### config.mk
export PLATFORM = sky130hd
export DESIGN_NAME = board_specific_top
export DESIGN_NICKNAME = d
export VERILOG_FILES = /design/src/rtl/board_pkg.sv /design/src/rtl/board_specific_top.sv /design/src/rtl/key_debounce.sv /design/src/rtl/lab_top.sv /design/src/rtl/slow_tick_gen.sv /design/src/rtl/tm1638_board_controller.sv /design/src/rtl/vga_timing.sv
export SDC_FILE = /design/constraint.sdc
export NUM_CORES = 1
export LEC_CHECK = 0
export BUFFER_PORTS_ARGS = -buffer_cell sky130_fd_sc_hd__buf_2
export CAP_MARGIN = 30
export CORE_ASPECT_RATIO = 1.75
export CORE_MARGIN = 4
export CORE_UTILIZATION = 55
export CTS_CLUSTER_SIZE = 20
export DETAILED_ROUTE_END_ITERATION = 6
export PLACE_DENSITY_LB_ADDON = 0.3
export RECOVER_POWER = 50
export SLEW_MARGIN = 20
export SYNTH_ARGS = -nofsm -noshare
export SYNTH_HDL_FRONTEND = slang
export SYNTH_HIERARCHICAL = 1
export SYNTH_SLANG_ARGS = --single-unit
### constraint.sdc
create_clock -name clk -period 9.5 [get_ports clk]
set_clock_uncertainty 0.1 [all_clocks]
set_input_delay 0.95 -clock clk [delete_from_list [all_inputs] [get_ports clk]]
set_output_delay 0.95 -clock clk [all_outputs]
set_load 0.1 [all_outputs]
### src/rtl/board_pkg.sv
// Board timing constants, TM1638 command bytes, vector typedefs, panel and pixel structs
package board_pkg;

    //------------------------------------------------------------------------
    // Clock and slow timing

    localparam int clk_mhz            = 12;
    localparam int tick_period_cycles = 1024;   // Shortened counter step period
    localparam int debounce_cycles    = 16;
    localparam int sio_half_period    = 2;      // clk cycles per sio_clk phase

    //------------------------------------------------------------------------
    // 640x480 VGA timing

    localparam int h_visible = 640;
    localparam int h_front   = 16;
    localparam int h_sync    = 96;
    localparam int h_back    = 48;
    localparam int h_total   = h_visible + h_front + h_sync + h_back;  // 800

    localparam int v_visible = 480;
    localparam int v_front   = 10;
    localparam int v_sync    = 2;
    localparam int v_back    = 33;
    localparam int v_total   = v_visible + v_front + v_sync + v_back;  // 525

    localparam int w_x    = 10;
    localparam int w_y    = 10;
    localparam int n_keys = 3;

    // TM1638 commands
    localparam logic [7:0] tm_cmd_write_auto = 8'h40;  // Write, auto increment
    localparam logic [7:0] tm_cmd_addr_0     = 8'hC0;  // Start at address 0
    localparam logic [7:0] tm_cmd_display_on = 8'h8F;  // Display on, max brightness

    //------------------------------------------------------------------------
    // Types

    typedef logic [w_x    - 1:0] x_t;
    typedef logic [w_y    - 1:0] y_t;
    typedef logic [         7:0] color_t;
    typedef logic [         7:0] seg_t;    // abcdefgh, dot in bit 0
    typedef logic [        15:0] count_t;
    typedef logic [         7:0] led_t;
    typedef logic [n_keys - 1:0] key_t;    // 0 pause, 1 direction, 2 spare

    typedef struct packed {
        seg_t [0:7] digit;                 // Digit 0 is the leftmost
        led_t       led;
    } panel_t;

    typedef struct packed {
        color_t red;
        color_t green;
        color_t blue;
    } rgb_t;

endpackage

### src/rtl/board_specific_top.sv
// Board top level wiring keys, tick, lab design, TM1638 controller and VGA timing
module board_specific_top
    import board_pkg::*;
(
    input  logic clk,
    input  logic rst_n,
    input  key_t key_raw,
    output logic sio_clk,
    output logic sio_stb,
    output logic sio_data,
    output logic hsync,
    output logic vsync,
    output logic display_on,
    output rgb_t pixel,
    output x_t   x,
    output y_t   y
);

    key_t   key_level;
    key_t   key_press;
    logic   step_tick;
    panel_t panel;
    logic   panel_update;

    //------------------------------------------------------------------------
    // Input side

    key_debounce i_key_debounce (
        .clk       ( clk       ),
        .rst_n     ( rst_n     ),
        .key_raw   ( key_raw   ),
        .key_level ( key_level ),
        .key_press ( key_press )
    );

    slow_tick_gen i_slow_tick_gen (
        .clk       ( clk       ),
        .rst_n     ( rst_n     ),
        .step_tick ( step_tick )
    );

    //------------------------------------------------------------------------

    lab_top i_lab_top (
        .clk          ( clk          ),
        .rst_n        ( rst_n        ),
        .key_level    ( key_level    ),
        .key_press    ( key_press    ),
        .step_tick    ( step_tick    ),
        .x            ( x            ),
        .y            ( y            ),
        .display_on   ( display_on   ),
        .panel        ( panel        ),
        .panel_update ( panel_update ),
        .pixel        ( pixel        )
    );

    //------------------------------------------------------------------------
    // Output side

    tm1638_board_controller i_tm1638 (
        .clk          ( clk          ),
        .rst_n        ( rst_n        ),
        .panel        ( panel        ),
        .panel_update ( panel_update ),
        .sio_clk      ( sio_clk      ),
        .sio_stb      ( sio_stb      ),
        .sio_data     ( sio_data     )
    );

    vga_timing i_vga (
        .clk        ( clk        ),
        .rst_n      ( rst_n      ),
        .x          ( x          ),
        .y          ( y          ),
        .display_on ( display_on ),
        .hsync      ( hsync      ),
        .vsync      ( vsync      )
    );

endmodule

### src/rtl/key_debounce.sv
// Key synchronizer and per-key debouncer with clean levels and press pulses
module key_debounce
    import board_pkg::*;
(
    input  logic clk,
    input  logic rst_n,
    input  key_t key_raw,
    output key_t key_level,
    output key_t key_press
);

    key_t sync_1;
    key_t sync_2;

    logic [$clog2(debounce_cycles) - 1:0] stable_cnt [n_keys];

    //------------------------------------------------------------------------

    always_ff @(posedge clk)
    begin
        if (!rst_n)
        begin
            sync_1    <= '0;
            sync_2    <= '0;
            key_level <= '0;
            key_press <= '0;

            for (int i = 0; i < n_keys; i++)
                stable_cnt[i] <= '0;
        end
        else
        begin
            sync_1    <= key_raw;                // Metastability guard
            sync_2    <= sync_1;
            key_press <= '0;

            for (int i = 0; i < n_keys; i++)
            begin
                if (sync_2[i] == key_level[i])
                    stable_cnt[i] <= '0;         // Glitch gone, start over
                else if (stable_cnt[i] == ($bits(stable_cnt[i]))'(debounce_cycles - 1))
                begin
                    stable_cnt[i] <= '0;
                    key_level[i]  <= sync_2[i];
                    key_press[i]  <= sync_2[i];  // Only on an accepted rise
                end
                else
                    stable_cnt[i] <= stable_cnt[i] + 1'b1;
            end
        end
    end

endmodule

### src/rtl/lab_top.sv
// Lab design: up/down counter, seven-segment panel and VGA test picture
module lab_top
    import board_pkg::*;
(
    input  logic   clk,
    input  logic   rst_n,
    input  key_t   key_level,
    input  key_t   key_press,
    input  logic   step_tick,
    input  x_t     x,
    input  y_t     y,
    input  logic   display_on,
    output panel_t panel,
    output logic   panel_update,
    output rgb_t   pixel
);

    count_t count;
    logic   count_down;

    //------------------------------------------------------------------------
    // Counter

    always_ff @(posedge clk)
    begin
        if (!rst_n)
        begin
            count        <= '0;
            count_down   <= 1'b0;
            panel_update <= 1'b0;
        end
        else
        begin
            panel_update <= step_tick;           // Also when paused

            if (key_press[1])
                count_down <= !count_down;

            if (step_tick && !key_level[0])
                count <= count_down ? count - 1'b1 : count + 1'b1;
        end
    end

    //------------------------------------------------------------------------
    // Panel

    function automatic seg_t hex_to_seg(input logic [3:0] nibble);
        seg_t seg;

        case (nibble)
            4'h0: seg = 8'b1111_1100;
            4'h1: seg = 8'b0110_0000;
            4'h2: seg = 8'b1101_1010;
            4'h3: seg = 8'b1111_0010;
            4'h4: seg = 8'b0110_0110;
            4'h5: seg = 8'b1011_0110;
            4'h6: seg = 8'b1011_1110;
            4'h7: seg = 8'b1110_0000;
            4'h8: seg = 8'b1111_1110;
            4'h9: seg = 8'b1111_0110;
            4'hA: seg = 8'b1110_1110;
            4'hB: seg = 8'b0011_1110;
            4'hC: seg = 8'b1001_1100;
            4'hD: seg = 8'b0111_1010;
            4'hE: seg = 8'b1001_1110;
            default: seg = 8'b1000_1110;         // F
        endcase

        return seg;
    endfunction

    always_comb
    begin
        panel = '0;                              // Digits 4..7 blank

        for (int i = 0; i < 4; i++)
            panel.digit[i] = hex_to_seg(count[4 * (3 - i) +: 4]);  // MSB nibble left

        panel.led = count[7:0];
    end

    //------------------------------------------------------------------------
    // Test picture

    always_comb
    begin
        pixel = '0;

        if (display_on)
        begin
            pixel.red   = x[7:0];
            pixel.green = y[7:0];
            pixel.blue  = count[7:0];
        end
    end

endmodule

### src/rtl/slow_tick_gen.sv
// Wrapping cycle counter producing a one-cycle step tick
module slow_tick_gen
    import board_pkg::*;
(
    input  logic clk,
    input  logic rst_n,
    output logic step_tick
);

    logic [$clog2(tick_period_cycles) - 1:0] cycle_cnt;

    always_ff @(posedge clk)
    begin
        if (!rst_n)
        begin
            cycle_cnt <= '0;
            step_tick <= 1'b0;
        end
        else
        begin
            step_tick <= (cycle_cnt == ($bits(cycle_cnt))'(tick_period_cycles - 1));

            if (cycle_cnt == ($bits(cycle_cnt))'(tick_period_cycles - 1))
                cycle_cnt <= '0;
            else
                cycle_cnt <= cycle_cnt + 1'b1;
        end
    end

endmodule

### src/rtl/tm1638_board_controller.sv
// Write-only TM1638 controller FSM serializing the panel into command and data bytes
module tm1638_board_controller
    import board_pkg::*;
(
    input  logic   clk,
    input  logic   rst_n,
    input  panel_t panel,
    input  logic   panel_update,
    output logic   sio_clk,
    output logic   sio_stb,
    output logic   sio_data
);

    typedef enum logic [2:0] {
        IDLE,
        START,
        SHIFT,
        STROBE_GAP,
        DONE
    } state_t;

    typedef logic [$clog2(2 * sio_half_period) - 1:0] div_t;

    state_t     state;
    panel_t     frame;
    logic [1:0] xfer;       // 0 mode command, 1 address and data, 2 display control
    logic [4:0] byte_idx;   // Byte within the transfer
    logic [2:0] bit_cnt;
    div_t       div;
    logic [7:0] shift_reg;
    logic       last_byte;

    //------------------------------------------------------------------------

    function automatic logic [7:0] reverse_bits(input seg_t seg);
        logic [7:0] result;

        for (int i = 0; i < 8; i++)
            result[i] = seg[7 - i];

        return result;
    endfunction

    function automatic logic [7:0] frame_byte(
        input logic [1:0] xfer_i,
        input logic [4:0] idx_i,
        input panel_t     p
    );
        logic [3:0] addr;
        logic [7:0] result;

        addr = 4'(idx_i - 5'd1);

        case (xfer_i)
            2'd0: result = tm_cmd_write_auto;
            2'd1:
                if (idx_i == 5'd0)
                    result = tm_cmd_addr_0;
                else if (!addr[0])
                    result = reverse_bits(p.digit[addr[3:1]]);  // Segment a first
                else
                    result = {7'b0, p.led[addr[3:1]]};          // LED for this position
            default: result = tm_cmd_display_on;
        endcase

        return result;
    endfunction

    assign last_byte = (xfer != 2'd1) || (byte_idx == 5'd16);

    //------------------------------------------------------------------------

    always_ff @(posedge clk)
    begin
        if (state == IDLE && panel_update)
            frame <= panel;
    end

    always_ff @(posedge clk)
    begin
        if (!rst_n)
        begin
            state     <= IDLE;
            xfer      <= '0;
            byte_idx  <= '0;
            bit_cnt   <= '0;
            div       <= '0;
            shift_reg <= '0;
            sio_clk   <= 1'b1;
            sio_stb   <= 1'b1;
            sio_data  <= 1'b1;
        end
        else
        begin
            case (state)
                IDLE:
                begin
                    if (panel_update)
                    begin
                        xfer  <= 2'd0;
                        state <= START;
                    end
                end

                START:
                begin
                    sio_stb   <= 1'b0;
                    div       <= '0;
                    bit_cnt   <= '0;
                    byte_idx  <= '0;
                    shift_reg <= frame_byte(xfer, 5'd0, frame);
                    state     <= SHIFT;
                end

                SHIFT:
                begin
                    if (div != div_t'(sio_half_period - 1))
                        div <= div + 1'b1;
                    else
                    begin
                        div <= '0;

                        if (sio_clk)
                        begin
                            sio_clk   <= 1'b0;        // Data moves while clock low
                            sio_data  <= shift_reg[0];
                            shift_reg <= shift_reg >> 1;
                        end
                        else
                        begin
                            sio_clk <= 1'b1;          // TM1638 samples here
                            bit_cnt <= bit_cnt + 1'b1;

                            if (bit_cnt == 3'd7)
                            begin
                                if (last_byte)
                                    state <= STROBE_GAP;
                                else
                                begin
                                    byte_idx  <= byte_idx + 1'b1;
                                    shift_reg <= frame_byte(xfer, byte_idx + 5'd1, frame);
                                end
                            end
                        end
                    end
                end

                STROBE_GAP:
                begin
                    div <= div + 1'b1;

                    // Hold strobe low for half a period, then high for another
                    if (div == div_t'(sio_half_period - 1))
                    begin
                        sio_stb  <= 1'b1;
                        sio_data <= 1'b1;
                    end

                    if (div == div_t'(2 * sio_half_period - 1))
                    begin
                        div <= '0;

                        if (xfer == 2'd2)
                            state <= DONE;
                        else
                        begin
                            xfer  <= xfer + 1'b1;
                            state <= START;
                        end
                    end
                end

                default:
                    state <= IDLE;                    // DONE
            endcase
        end
    end

    //------------------------------------------------------------------------

    a_clk_inside_strobe: assert property (
        @(posedge clk) disable iff (!rst_n)
        !$stable(sio_clk) |-> !sio_stb
    );

    // Lab updates come every tick period and a frame must finish before that
    a_update_when_idle: assert property (
        @(posedge clk) disable iff (!rst_n)
        panel_update |-> state == IDLE
    );

endmodule

### src/rtl/vga_timing.sv
// VGA 640x480 timing generator with syncs, display enable and pixel coordinates
module vga_timing
    import board_pkg::*;
(
    input  logic clk,
    input  logic rst_n,
    output x_t   x,
    output y_t   y,
    output logic display_on,
    output logic hsync,
    output logic vsync
);

    x_t h_cnt;
    y_t v_cnt;

    always_ff @(posedge clk)
    begin
        if (!rst_n)
        begin
            h_cnt <= '0;
            v_cnt <= '0;
        end
        else if (h_cnt == x_t'(h_total - 1))
        begin
            h_cnt <= '0;

            if (v_cnt == y_t'(v_total - 1))
                v_cnt <= '0;
            else
                v_cnt <= v_cnt + 1'b1;
        end
        else
            h_cnt <= h_cnt + 1'b1;
    end

    //------------------------------------------------------------------------
    // Everything below decodes the same two counters

    assign x = h_cnt;
    assign y = v_cnt;

    assign display_on = (h_cnt < x_t'(h_visible)) && (v_cnt < y_t'(v_visible));

    // Active low pulses after the front porch
    assign hsync = !((h_cnt >= x_t'(h_visible + h_front))
                  && (h_cnt <  x_t'(h_visible + h_front + h_sync)));

    assign vsync = !((v_cnt >= y_t'(v_visible + v_front))
                  && (v_cnt <  y_t'(v_visible + v_front + v_sync)));

    //------------------------------------------------------------------------

    // Both counters wrap at the line and frame totals
    a_counter_range: assert property (
        @(posedge clk) disable iff (!rst_n)
        (h_cnt < x_t'(h_total)) && (v_cnt < y_t'(v_total))
    );

endmodule

# Word-level counts from Yosys, hierarchy flattened
# Memory sizes are Yosys's and may differ from the RTL's. A register that Yosys moved wholly into a read port is not among the register bits.
# Index checks and enable logic that the tools add are counted.
[totals] reg_bits=125 output_inout_bits=50 word_cells=222 rom_bits=448 memories=5 in_bits=5 ramBits=12
[memory_table] name="(no name shown)" words=16 word_bits=7 rd=1 rd_clocked_by_memory_dff=1 wr=0 line_no="lab_top.sv:50" rtl="case (nibble)"
[memory_table] name="(no name shown)" words=16 word_bits=7 rd=1 rd_clocked_by_memory_dff=1 wr=0 line_no="lab_top.sv:50"
[memory_table] name="(no name shown)" words=16 word_bits=7 rd=1 rd_clocked_by_memory_dff=1 wr=0 line_no="lab_top.sv:50"
[memory_table] name="(no name shown)" words=16 word_bits=7 rd=1 rd_clocked_by_memory_dff=1 wr=0 line_no="lab_top.sv:50"
[memory_table] name="i_key_debounce.stable_cnt" words=3 word_bits=4 rd=3 rd_clocked_by_memory_dff=0 wr=3 line_no="key_debounce.sv:15" rtl="logic [$clog2(debounce_cycles) - 1:0] stable_cnt [n_keys];"
[op_classes] addsub=13 n_reduce_logical=32 eq_ne=32 mux=89 n_bitwise=16 n_lt_le_gt_ge=8
[ops] cell="$mux 8" count=8
[ops] cell="$pmux 8 s2" count=3
[ops] cell="$mux 1" count=39
[ops] cell="$mux 4" count=9
[ops] cell="$add 10x1->10 const B" count=3
[ops] cell="$eq 10x10->1 const B" count=3
[ops] cell="$mux 3" count=9
[ops] cell="$bmux 8 s3" count=1
[ops] cell="$mux 24" count=1
[ops] cell="$lt 10x10->1 const B" count=2
[ops] cell="$lt 10x9->1 const B" count=2
[ops] cell="$mux 5" count=4
[ops] cell="$add 16x1->16 const B" count=1
[ops] cell="$mux 16" count=1
[ops] cell="$sub 16x1->16 const B" count=1
[ops] cell="$ne 2x1->1 const B" count=7
[ops] cell="$add 4x1->4 const B" count=3
[ops] cell="$eq 4x4->1 const B" count=3
[ops] cell="$pmux 3 s4" count=1
[ops] cell="$reduce_and 4->1" count=3
[ops] cell="$ge 10x10->1 const B" count=1
[ops] cell="$ge 10x9->1 const B" count=1
[ops] cell="$mux 10" count=1
[ops] cell="$mux 2" count=5
[ops] cell="39 further kinds" count=78

# Longest topological paths before layout
[depth] ltp_word=14 ltp_mapped=13 depth_no_buf=13

# By module
# The synthesis kept the hierarchy.
[by_module_without_submodules] mod="tm1638_board_controller" instances=1 cells_each=308 area_per_inst_um2=4404.2 seq_area_each_um2=2682.6
[by_module_without_submodules] mod="lab_top" instances=1 cells_each=435 area_per_inst_um2=3748.6 seq_area_each_um2=920.9
[by_module_without_submodules] mod="vga_timing" instances=1 cells_each=122 area_per_inst_um2=1036.0 seq_area_each_um2=400.4
[by_module_without_submodules] mod="key_debounce" instances=1 cells_each=80 area_per_inst_um2=954.7 seq_area_each_um2=600.6
[by_module_without_submodules] mod="slow_tick_gen" instances=1 cells_each=52 area_per_inst_um2=460.4 seq_area_each_um2=220.2

# Least setup slack after synthesis
# Ideal clock, no wire load.
[synth_path] path_kind="reg2reg" startpoint="register i_tm1638.state[0]" endpoint="register i_tm1638/frame[0] (netlist bit) (enable)" arrival_ps=5479 required_ps=8809 period_less_slack_ps=6169 setup_time_ps=591 path_buffers=1 path_stages_with_launch=3 path_slack_ps=3331 cell_sequence="dfxtp_1 clkbuf_1 nor3_1"
[synth_between] elab_chain_len=2
[synth_rtl] element="start: declaration" line_no="tm1638_board_controller.sv:24" rtl="state_t state;"
[synth_rtl] element="start signal: assignment" line_no="tm1638_board_controller.sv:83" rtl="state <= IDLE;"
[synth_rtl] element="start signal: assignment" line_no="tm1638_board_controller.sv:101" rtl="state <= START;"
[synth_rtl] element="start signal: assignment" line_no="tm1638_board_controller.sv:112" rtl="state <= SHIFT;"
[synth_rtl] element="$logic_not 3->1" line_no="tm1638_board_controller.sv:75" rtl="if (state == IDLE && panel_update)"
[synth_rtl] element="$logic_and 1x1->1" line_no="tm1638_board_controller.sv:75"
[synth_rtl] element="end signal: assignment" line_no="tm1638_board_controller.sv:76" rtl="frame <= panel;"
[synth_rtl] element="end: declaration" line_no="tm1638_board_controller.sv:25" rtl="panel_t frame;"
# Every way passes these cells.
# A chain may end at the register's enable or synchronous reset.

==> impl_summary.log <==
[metrics] Die Y: approximately 190 um
[metrics] Leakage Power: 0.00426 uW
[metrics] average detailed-routed wire length per instance: 15.3 um
[metrics] core outline area: between 15,000 and 20,000 um2
[metrics] CP Data Required Time: ~9.8 ns
[metrics] number of detailed-route iterations in the first pass: 6
[metrics] failing checks: capacitance limit, slew limit
[metrics] met2 Track Usage GR: roughly 36%
[metrics] global-route wire length before repair: 32.6 mm
[metrics] Tmin final: 6.22 ns
[metrics] endpoint of the worst hold path: i_tm1638/frame[43]
[metrics] DR vias/cell: 5.59
[metrics] setup slack of the most critical reg-to-reg path: roughly 5.3 ns
[metrics] post-synthesis cell count: approximately 970
[metrics] path depth of the worst reg2reg path: 12
[metrics] Final Hold Viols: 0
[metrics] number of nets in the final layout: around 1,100
[metrics] number of flip-flops under the largest register name: between 70 and 80
[metrics] register with the most flip-flops: i_tm1638/frame
[metrics] met1 Usage GRT: around a fifth
[metrics] gr busiest metal: met2
[metrics] number of max-capacitance violations reported: 2
[metrics] count of warnings emitted by yosys: 6
[metrics] vias in the first global route: 6,772
[metrics] accumulated negative setup slack: 0 ns
[metrics] number of buffers inserted to repair setup after CTS: 0
[metrics] number of diodes: 0
[metrics] Syn Std Cell Area: ~10,000 um2
[metrics] clock power share: between 40% and 50%
[metrics] clock tree from TritonCTS: built
[metrics] portion of total power attributed to combinational logic: ~3%
[metrics] share of total power consumed by net switching: roughly 22%
[metrics] highest-count cells in the layout ignoring fill and taps: sky130_fd_sc_hd__dfxtp_1, sky130_fd_sc_hd__edfxtp_1, sky130_fd_sc_hd__nor2_1
[metrics] power spent charging and discharging nets: about 360 uW
[metrics] clock latency reported for the late side of the worst-skew pair: 0.43 ns
[metrics] GRT met3 Usage: 3.21%
[metrics] Avg Synthesized Cell Area: ~11 um2
[metrics] share of cells above drive strength 1: a little over an eighth
[metrics] CTS sink count: 190
[metrics] CTS H-Tree Depth: 4
[metrics] final std cells w/o fill: ~1,300
[metrics] capturing element type of the critical path: flop
[metrics] Clk Tree Root Cell: sky130_fd_sc_hd__clkbuf_16
[metrics] Cells after DPL: ~1,200
[metrics] Data arrival, critical path: 6.50 ns
[metrics] power per cell area: approximately 150 nW/um2
[metrics] hold_sp: i_lab_top/panel[43]
[metrics] post-route standard cell area excluding fillers: 11,100 um2
[metrics] type of the most critical hold path: reg -> reg
[metrics] Die X: about 110 um
[metrics] weighted congestion reported at the end of routability-driven placement: approximately 0.9
[metrics] maximum vdd drop: between 100 and 150 uV
[metrics] total count of max-transition violations in the final report: roughly 150
[metrics] maximum clock rate: between 0.15 and 0.2 GHz
[metrics] top-level I/O count: 55
[metrics] count of nets left with antenna violations after detail routing: 0
[metrics] crit-path max FO: a little under 80
[metrics] wire length after detailed routing: around 19 mm
[metrics] Remaining DRCs: 0
[metrics] result of the run: finished with violations
[metrics] Crit Path Class: in -> reg
[metrics] number of CTS-inserted buffers: 17
[metrics] RR Endpoint: i_lab_top/panel[68]
[metrics] number of stages on the worst hold path: 0
[metrics] number of vias in the routed layout: 7,014
[metrics] CTS clock-pin slew for the worst setup and hold paths: 0.07 ns
[metrics] worst hold margin: ~0.3 ns
[metrics] pin slew with the least headroom to its limit: around 3.6 ns
[metrics] endpoints failing setup: 0
[metrics] critical path startpoint category: primary input
[metrics] Placement Rows: 65
[metrics] fin crit share: 65.5%
[metrics] violation count after the first detailed-route iteration: 336
[metrics] maximum number of pins on one net before global-route repair: 79
[metrics] Total Routing Usage GR: 18.9%
[metrics] RSZ-0062 raised after global routing: no
[metrics] Detail Placement HPWL: approximately 14 mm
[metrics] number of I/O port buffers: 53
[metrics] floorplan die area: roughly 21,000 um2
[metrics] sequential share of power: 52.1%
[metrics] number of instances resized during post-cts repair: 0
[metrics] FF-to-FF Start: i_lab_top/count_down
[metrics] most common cell after layout, fill and taps aside: sky130_fd_sc_hd__dfxtp_1
[metrics] core occupancy in the finished layout: between 60 and 70%
[metrics] global-route congestion overflow total: 0
[metrics] Initial Utilization: a little under three fifths
[metrics] Slew HR: -140%
[metrics] Area after DPL: 10,400 um2
[metrics] CTS Hold Buffers Added: 0
[metrics] antenna violations before repair: 0
[metrics] number of buffers on the longest clock path: 2
[metrics] cell-internal power: 1290 uW
[metrics] signed area change from the synthesized netlist to the final layout: 7.84%
==> cell type report <==
cell class                      instances  area [um2]
Fill cell                            1517        7160
Multi-Input combinational cell        695        5070
Timing Repair Buffer                   59         303
Sequential cell                       190        4600
Inverter                               45         171
Clock buffer                           20         479
Clock inverter                         12         145
Tap cell                              234         293
==> worst max path at each step <==
| stage | from | end | slack (ns) |
|---|---|---|---|
| 2_1_floorplan | i_tm1638/state[0] | i_tm1638/frame[0] | 3.33 |
| 3_3_place_gp | i_lab_top/count_down | i_lab_top/panel[68] | 5.55 |
| 3_5_place_dp | i_lab_top/count_down | i_lab_top/panel[68] | 5.49 |
| 4_1_cts | i_lab_top/count_down | i_lab_top/panel[68] | 5.43 |
| 5_1_grt | rst_n | i_lab_top/panel[68] | 2.65 |
| 6_report | rst_n | i_lab_top/panel[68] | 3.28 |
==> routing by layer <==
| metal | vias to the layer above | wire (um) | share of wire [%] |
|---|---|---|---|
| met4 | 0 | 535 | 2.8 |
| met2 | 130 | 10500 | 54 |
| li1 | 3528 | - | - |
| met1 | 3322 | 7680 | 40 |
| met3 | 34 | 538 | 2.8 |
| met5 | - | 0 | 0 |
==> through the flow <==
| step | setup WS (ns) | total power, uW |
|---|---|---|
| global placement | 5.55 | 925 |
| detailed placement | 5.49 | 926 |
| finish | 3.28 | 1650 |
| CTS | 5.43 | 1670 |
| global route | 2.65 | 1710 |
| floorplan | 3.33 | 927 |
==> worst max-delay path, cell delays in order <==
cell and delay (ns):
sky130_fd_sc_hd__buf_2 0.07, sky130_fd_sc_hd__clkbuf_1 2.48, sky130_fd_sc_hd__inv_1 1.02, sky130_fd_sc_hd__nor4b_1 0.56, sky130_fd_sc_hd__a31oi_1 0.10, sky130_fd_sc_hd__nand3b_1 0.37
sky130_fd_sc_hd__inv_1 0.15, sky130_fd_sc_hd__ha_1 0.24, sky130_fd_sc_hd__mux4_2 0.45, sky130_fd_sc_hd__inv_1 0.07
==> power by group through the flow <==
stage | registers, uW | clock network (uW) | logic [uW]
floorplan | 884 | 0 | 43.2
global placement | 878 | 0 | 47.8
CTS | 860 | 759 | 48.5
finish | 860 | 741 | 49.2
detailed placement | 878 | 0 | 48.4
global route | 860 | 793 | 54.7
Power figures use the tool's default switching activity.
